<file path="config.mk">
export PLATFORM = sky130hd
export DESIGN_NAME = forward_unit
export DESIGN_NICKNAME = d
export VERILOG_FILES = /design/src/cpu_pkg.sv /design/src/forward_unit.sv
export VERILOG_INCLUDE_DIRS = /design/src /design/src/src
export SDC_FILE = /design/constraint.sdc
export NUM_CORES = 1
export LEC_CHECK = 0
export ABC_AREA = 1
export BUFFER_PORTS_ARGS = -buffer_cell sky130_fd_sc_hd__buf_2
export CORE_UTILIZATION = 34
export DETAILED_ROUTE_END_ITERATION = 6
export GPL_TIMING_DRIVEN = 0
export PLACE_DENSITY = 0.85
export SYNTH_ARGS = -nofsm -noshare
export SYNTH_HDL_FRONTEND = slang
export SYNTH_SLANG_ARGS = --single-unit
</file>
<file path="constraint.sdc">
create_clock -name vclk -period 0.9
set_clock_uncertainty 0.05 [all_clocks]
set_input_delay 0.18 -clock vclk [all_inputs]
set_output_delay 0.18 -clock vclk [all_outputs]
set_load 0.01 [all_outputs]
</file>
<file path="src/cpu_settings.svh">
`ifndef CPU_SETTINGS_SVH
`define CPU_SETTINGS_SVH

// datapath widths
`define DATA_WIDTH     32
`define INST_WIDTH     32
`define IMM_WIDTH      16

// register file
`define NUM_REGS       32
`define REG_ADDR_BITS  5

// instruction fields
`define SHAMT_BITS     5
`define OPCODE_BITS    6

// r-type opcodes
`define OP_ADD         6'h01
`define OP_SUB         6'h02
`define OP_AND         6'h03
`define OP_OR          6'h04
`define OP_XOR         6'h05
`define OP_SLT         6'h06
`define OP_SLL         6'h07

// immediate opcodes, imm is zero-extended
`define OP_ADDI        6'h08
`define OP_ANDI        6'h09
`define OP_ORI         6'h0a

`endif
</file>
<file path="src/cpu_pkg.sv">
`default_nettype none

package cpu_pkg;

  `include "cpu_settings.svh"

  // r format, also used for shifts
  typedef struct packed {
    logic [`OPCODE_BITS-1:0]   opcode;
    logic [`REG_ADDR_BITS-1:0] rs;
    logic [`REG_ADDR_BITS-1:0] rt;
    logic [`REG_ADDR_BITS-1:0] rd;
    logic [`SHAMT_BITS-1:0]    shamt;
    logic [5:0]                spare;
  } r_fmt_t;

  typedef struct packed {
    logic [`OPCODE_BITS-1:0]   opcode;
    logic [`REG_ADDR_BITS-1:0] rs;
    logic [`REG_ADDR_BITS-1:0] rt;
    logic [`IMM_WIDTH-1:0]     imm;
  } i_fmt_t;

  typedef union packed {
    r_fmt_t r;
    i_fmt_t i;
  } instr_t;

  typedef enum logic [2:0] {
    alu_add,
    alu_sub,
    alu_and,
    alu_or,
    alu_xor,
    alu_slt,
    alu_sll
  } alu_op_t;

  // one issue slot
  typedef struct packed {
    logic   valid;
    instr_t instr;
  } slot_t;

  typedef struct packed {
    logic                      reg_write;
    logic                      use_imm;
    alu_op_t                   alu_op;
    logic [`REG_ADDR_BITS-1:0] dst;
    logic [`SHAMT_BITS-1:0]    shamt;
    logic [`IMM_WIDTH-1:0]     imm;
  } ctrl_t;

  // write-back result, also the EX/WB contents
  typedef struct packed {
    logic                      valid;
    logic [`REG_ADDR_BITS-1:0] addr;
    logic [`DATA_WIDTH-1:0]    data;
  } wb_t;

  typedef enum logic [1:0] {
    from_reg,
    from_lane0,
    from_lane1
  } fwd_sel_t;

endpackage

`default_nettype wire

</file>
<file path="src/forward_unit.sv">
`timescale 1ns/1ps
`default_nettype none

`include "cpu_settings.svh"

module forward_unit
  import cpu_pkg::*;
(
  input  logic [`REG_ADDR_BITS-1:0] ex_rs0,
  input  logic [`REG_ADDR_BITS-1:0] ex_rt0,
  input  logic [`REG_ADDR_BITS-1:0] ex_rs1,
  input  logic [`REG_ADDR_BITS-1:0] ex_rt1,
  input  wb_t                       wb0,
  input  wb_t                       wb1,
  output fwd_sel_t                  sel_a0,
  output fwd_sel_t                  sel_b0,
  output fwd_sel_t                  sel_a1,
  output fwd_sel_t                  sel_b1
);

  // only EX/WB is a source, older results are already in the regfile
  function automatic fwd_sel_t pick_source(
    input logic [`REG_ADDR_BITS-1:0] src,
    input wb_t                       w0,
    input wb_t                       w1
  );
    fwd_sel_t sel;
    sel = from_reg;
    if (src != '0) begin
      // lane 1 is younger, so check it first
      if (w1.valid && w1.addr == src)
        sel = from_lane1;
      else if (w0.valid && w0.addr == src)
        sel = from_lane0;
    end
    return sel;
  endfunction

  // lane 0 operands
  assign sel_a0 = pick_source(ex_rs0, wb0, wb1);
  assign sel_b0 = pick_source(ex_rt0, wb0, wb1);

  // lane 1 operands
  assign sel_a1 = pick_source(ex_rs1, wb0, wb1);
  assign sel_b1 = pick_source(ex_rt1, wb0, wb1);

endmodule

`default_nettype wire

</file>
==> Word level (Yosys, flattened, before mapping) <==
Index checks and enable logic that the tools add are counted.
{ "word_totals": {"ff_bits": 0, "wordCells": 32} }
{ "classes": {"reduce_logical": 12, "n_mux": 12, "eq_ne": 8} }
{ "op_table": {"columns": ["operator", "n"], "rows": [
  ["$eq 5x5->1", 8],
  ["$reduce_bool 5->1", 4],
  ["$mux 2", 8],
  ["$logic_and 1x1->1", 8],
  ["$mux 1", 4]
]} }

==> Depth between registers and ports, before layout <==
Gate-level depths: netlist of run 1.
{ "logic_depth": {"depth_word": 5, "ltp_mapped": 8, "ltp_nobuf": 8} }

==> Worst setup path after synthesis of run 1 <==
No wires, ideal clock.
{ "synth_path": {"kind": "input to output", "startpoint": "input wb1[32] in the netlist's numbering", "endpoint": "output sel_a0[0]", "slack_ns": -0.064, "arrival_time_ns": 0.734, "cell_stages": 7, "path_buffers": 0, "path_cell_list": "inv_1 -> nand2_1 -> nand2_1 -> nor2_1 -> nand2_1 -> nor2_1 -> nor2_1"} }
{ "synth_via": {"elab_chain_cells": 4} }
{ "synth_rtl": {"columns": ["element", "line_no", "text"], "rows": [
  ["start: declaration", "forward_unit.sv:14", "input wb_t wb1,"],
  ["$eq 5x5->1", "forward_unit.sv:31", "if (w1.valid && w1.addr == src)"],
  ["$logic_and 1x1->1", "forward_unit.sv:31", null],
  ["$mux 2", "forward_unit.sv:31", null],
  ["$mux 2", "forward_unit.sv:29", "if (src != '0) begin"],
  ["end: declaration", "forward_unit.sv:15", "output fwd_sel_t sel_a0,"]
]} }
Every way passes these cells.

==> Final worst setup path of run 1 <==
{ "layout_path": {"startpoint": "input wb1[33] in the netlist's numbering", "endpoint": "output sel_a1[0]"} }
{ "layout_via": {"elab_chain_cells": 4} }
{ "layout_rtl": {"columns": ["element", "line_no", "text"], "rows": [
  ["$eq 5x5->1", "forward_unit.sv:31", null],
  ["$logic_and 1x1->1", "forward_unit.sv:31", null],
  ["$mux 2", "forward_unit.sv:31", null],
  ["$mux 2", "forward_unit.sv:29", null],
  ["end: declaration", "forward_unit.sv:17", "output fwd_sel_t sel_a1,"]
]} }
Every way passes these cells.

==> flow_metrics.py, run 1 <==
metrics = {
    "status": {
        "status": "finished, violations left",
        "violations": "setup timing",
    },
    "placement": {
        "numPortBuffers": 40,
        "hpwl_um": 2180,
        "gp_congestion": 0.861,
        "dp_slack_ps": -350,
    },
    "global_routing": {
        "track_usage": 0.225,
        "grt_pass1_vias": 1205,
        "antenna_found_initial": 0,
        "grtUsageMet1": 0.265,
        "gr-usage-met3": 0.0179,
        "grt_max_degree": 7,
        "overflow": 0,
        "grt_use_met2": 0.434,
        "busiest_layer": "met2",
        "grt_pass1_wl_um": 4710,
    },
    "floorplanning": {
        "die_area_mm2": 0.00260,
        "start_util": 0.366,
        "die_x_um": 51.0,
        "std_cell_rows": 17,
        "core_area_mm2": 0.00223,
        "top_level_ports": 104,
        "die_h_um": 51.0,
    },
    "setup_path": {
        "startpoint_type": "input pin",
        "critPathLaunch": "wb1[33]",
        "critPathMaxFanout": 5,
        "worst_ep_arrival_time_ps": 1010,
        "slowest_stage": "nor2_1",
        "required_ps": 670,
        "cpMostUsedCell": "nand2_1",
        "path_cells": "buf_12, inv_8, nand2_1, nand2_1, nor2_1, nand2_1, nor2_1, nor2_2, buf_2",
        "critPathCaptureType": "output port",
        "critical-path-max-stage-delay_ps": 130,
        "critical_path_class": "in -> out",
    },
    "detailed_routing": {
        "num_vias": 1427,
        "first_pass_iters": 5,
        "wl_per_cell_um": 13.1,
        "post-route-drc-count": 0,
        "drtIter0Drc": 74,
        "wl_um": 3580,
        "vias_per_cell": 5.21,
        "ant_nets": 0,
    },
    "sta": {
        "worst_slew_pin_slew_ps": 161,
        "setup_viol": 8,
        "slew_headroom": 0.893,
        "maxSlewViolCount": 0,
        "setup_ws_ps": -341,
        "min_period_ps": 1240,
        "fmax_mhz": 806,
        "post-route-period-util": 1.38,
        "finalHoldViolCount": 0,
        "rsz0062_at_grt": "true",
    },
    "min_path": {
        "hp-start": "ex_rt1[2]",
        "holdCritPathClass": "in -> out",
    },
    "yosys": {
        "yosysWarnings": 0,
        "ys_seq_area_frac": 0,
        "ys_types": 10,
        "syn-num-nets": 299,
        "syn_area_um2": 817,
        "avgSynthCellArea_um2": 4.02,
        "postSynthCellCount": 203,
    },
    "layout": {
        "drive_gt1_frac": 0.545,
        "seq_cells": 0,
        "final_core_util": 0.695,
        "nets": 344,
        "num_antenna_cells": 0,
        "area_delta_synth_final_pct": 89.9,
        "num-clock-buffers": 0,
        "regArea_um2": 0,
    },
    "power": {
        "ir_worst_vdd_mv": 0.260,
        "power.density_mw_per_mm2": 461,
        "p_leak_uw": 0.000851,
    },
    "clock_network": {
        "cts_hold_buffers": 0,
    },
    "run": {
        "maxCapViolCount": 0,
    },
}
[path summary, 6_finish.rpt]
check | end | depth (start not counted) | slack [ps]
max | sel_a1[0] | 9 | -340
min | sel_b1[1] | 5 | 730
[critical path, delay by kind of cell]
family	cells	cell delay, ps
simple gates	6	560
buf+inv	3	280
[metal layers]
metal / part of all wire / wire (um)
met2: 0.52 / 1870
met4: 0.019 / 67
met3: 0.060 / 216
met5: 0 / 0
met1: 0.40 / 1430
[synth_stat cells]
cell | instances | area, um^2
nor2_1 | 30 | 113
nand3_1 | 8 | 40.0
a21oi_1 | 4 | 20.0
nor2_2 | 2 | 12.5
nor3_2 | 4 | 40.0
nand4_1 | 4 | 25.0
clkinv_1 | 4 | 15.0
inv_1 | 25 | 93.8
inv_2 | 6 | 22.5
nand2_1 | 116 | 435
[logic make-up after synthesis]
| group | count (synthesis) | synth area share |
|---|---|---|
| simple gates | 164 | 0.815 |
| buf+inv | 35 | 0.161 |
| compound gates | 4 | 0.0245 |
[cell usage in the layout (no fill, tap or decap)]
cell type   n
nand2_1    84
nand2_2    24
nor2_2     19
inv_2      15
buf_6      13
nor2_1     12
buf_2      11
inv_4      10
nand2_4     8
buf_4       8
buf_8       7
nand3_1     5
nand4_1     4
inv_8       4
nor3_2      4
buf_12      4
nand3_2     3
clkinv_1    3
a21oi_2     2
a21oi_1     2
inv_1       2
inv_6       1
nor2_4      1
[layout make-up]
cell class / count / area (um^2)
Multi-Input combinational cell: 168 / 878
Fill cell: 186 / 682
Timing Repair Buffer: 43 / 447
Inverter: 35 / 191
Tap cell: 28 / 35.0
[timing repair]
action,4_1_cts,5_1_grt
pin swaps,30,41
setup buffers,1,2
endpoints found under the setup margin,8,8
gates resized for setup,78,83
[through the flow]
stage / power [uW] / std cells / hold WS [ps] / setup TNS [ps] / area (um^2)
after floorplan: 253 / 203 / 494 / 0 / 827
after global placement: 414 / 271 / 734 / -2160 / 1060
after detailed placement: 425 / 271 / 743 / -2320 / 1060
after CTS: 547 / 272 / 714 / -1830 / 1300
after global routing: 761 / 274 / 763 / -2430 / 1550
final: 715 / 274 / 728 / -2080 / 1550
[power by group]
part / total [uW] / internal, uW / switching [uW]
clock network: 0 / 0 / 0
registers: 0 / 0 / 0
logic: 715 / 317 / 398
(Power assumes the default switching activity.)
==> run 2: changes to the inputs <==
- REMOVE_ABC_BUFFERS: unset -> 1
==> flow_metrics.py, run 2 (synthesis results as in run 1) <==
metrics = {
    "global_routing": {
        "grt_pass1_wl_um": 4400,
        "track_usage": 0.211,
        "overflow": 0,
        "grt_pass1_vias": 1120,
        "grt_max_degree": 7,
        "antenna_found_initial": 0,
    },
    "layout": {
        "layout_common_cells": "104 x nand2_1, 20 x nor2_1, 16 x buf_6",
        "layout.cells.most_common": "nand2_1",
        "num-clock-buffers": 0,
        "nets": 341,
        "area_delta_synth_final_pct": 75.3,
        "final_cells": 271,
        "fillCellCount": 201,
        "drive_gt1_frac": 0.416,
        "final_core_util": 0.641,
        "num_antenna_cells": 0,
        "regArea_um2": 0,
        "seq_cells": 0,
    },
    "run": {
        "maxCapViolCount": 0,
    },
    "sta": {
        "post-route-period-util": 1.25,
        "slew_headroom": 0.904,
        "fin_setup_tns_ps": -1580,
        "whs_ps": 721,
        "finalHoldViolCount": 0,
        "worst_slew_pin_slew_ps": 144,
        "setup_viol": 8,
        "setup_ws_ps": -229,
        "rsz0062_at_grt": "true",
        "min_period_ps": 1130,
        "fmax_mhz": 886,
        "maxSlewViolCount": 0,
    },
    "detailed_routing": {
        "drtIter0Drc": 63,
        "vias_per_cell": 4.92,
        "num_vias": 1333,
        "wl_per_cell_um": 10.6,
        "ant_nets": 0,
        "wl_um": 2880,
        "first_pass_iters": 5,
        "post-route-drc-count": 0,
    },
    "placement": {
        "gp_congestion": 0.873,
        "numPortBuffers": 40,
        "hpwl_um": 2140,
        "dpl.cell_count": 271,
    },
    "min_path": {
        "holdCritPathClass": "in -> out",
    },
    "power": {
        "ir_worst_vdd_mv": 0.257,
        "p_leak_uw": 0.000799,
        "total_power_uw": 636,
        "power.density_mw_per_mm2": 444,
    },
    "setup_path": {
        "worst_ep_arrival_time_ps": 900,
        "critPathCaptureType": "output port",
        "critPathMaxFanout": 4,
        "required_ps": 670,
        "startpoint_type": "input pin",
        "critical_path_class": "in -> out",
    },
    "status": {
        "violations": "setup timing",
        "status": "finished, violations left",
    },
    "floorplanning": {
        "start_util": 0.366,
        "die_area_mm2": 0.00260,
        "std_cell_rows": 17,
        "die_h_um": 51.0,
        "core_area_mm2": 0.00223,
        "top_level_ports": 104,
        "die_x_um": 51.0,
    },
    "clock_network": {
        "cts_setup_buffers": 0,
    },
}
run 2: critical path: stages:
cell     delay, ps
buf_2          100
inv_4           50
a21oi_1        110
nand2_1         80
nor2_2         100
nand2_1         50
nor2_1          80
buf_2          130
run 2: per-layer routing:
layer,up-vias,GRT usage,part of all wire
met5,-,0,0
li1,692,-,-
met2,67,0.397,0.50
met3,10,0.0179,0.093
met4,0,0.0370,0.033
met1,564,0.258,0.38
run 2: power breakdown:
part           switching [uW]  leakage, uW  internal, uW
logic                     344     0.000799           293
registers                   0            0             0
clock network               0            0             0
run 2: worst paths after layout:
kind	slack [ps]	to	cells after the start	startpoint
worst max-delay path	-230	sel_a1[0]	8	wb0[37]
worst min-delay path	720	sel_b1[1]	5	ex_rt1[2]
run 2: stage by stage:
| stage | worst slack (ps) | area, um^2 |
|---|---|---|
| 5_1_grt | -319 | 1430 |
| 3_5_place_dp | -338 | 1050 |
| 2_1_floorplan | -64.0 | 817 |
| 3_3_place_gp | -339 | 1050 |
| 4_1_cts | -233 | 1250 |
| 6_report | -229 | 1430 |
run 2: timing repair:
item / CTS / global route
endpoints found under the setup margin: 8 / 8
hold buffers: 0 / 0
gates resized for setup: 70 / 63
pin swaps: 33 / 30
run 2: final cells by class:
cell class                      count  area, um^2  area share
Inverter                           35         209       0.146
Timing Repair Buffer               40         418       0.292
Multi-Input combinational cell    168         771       0.538
Tap cell                           28        35.0      0.0245
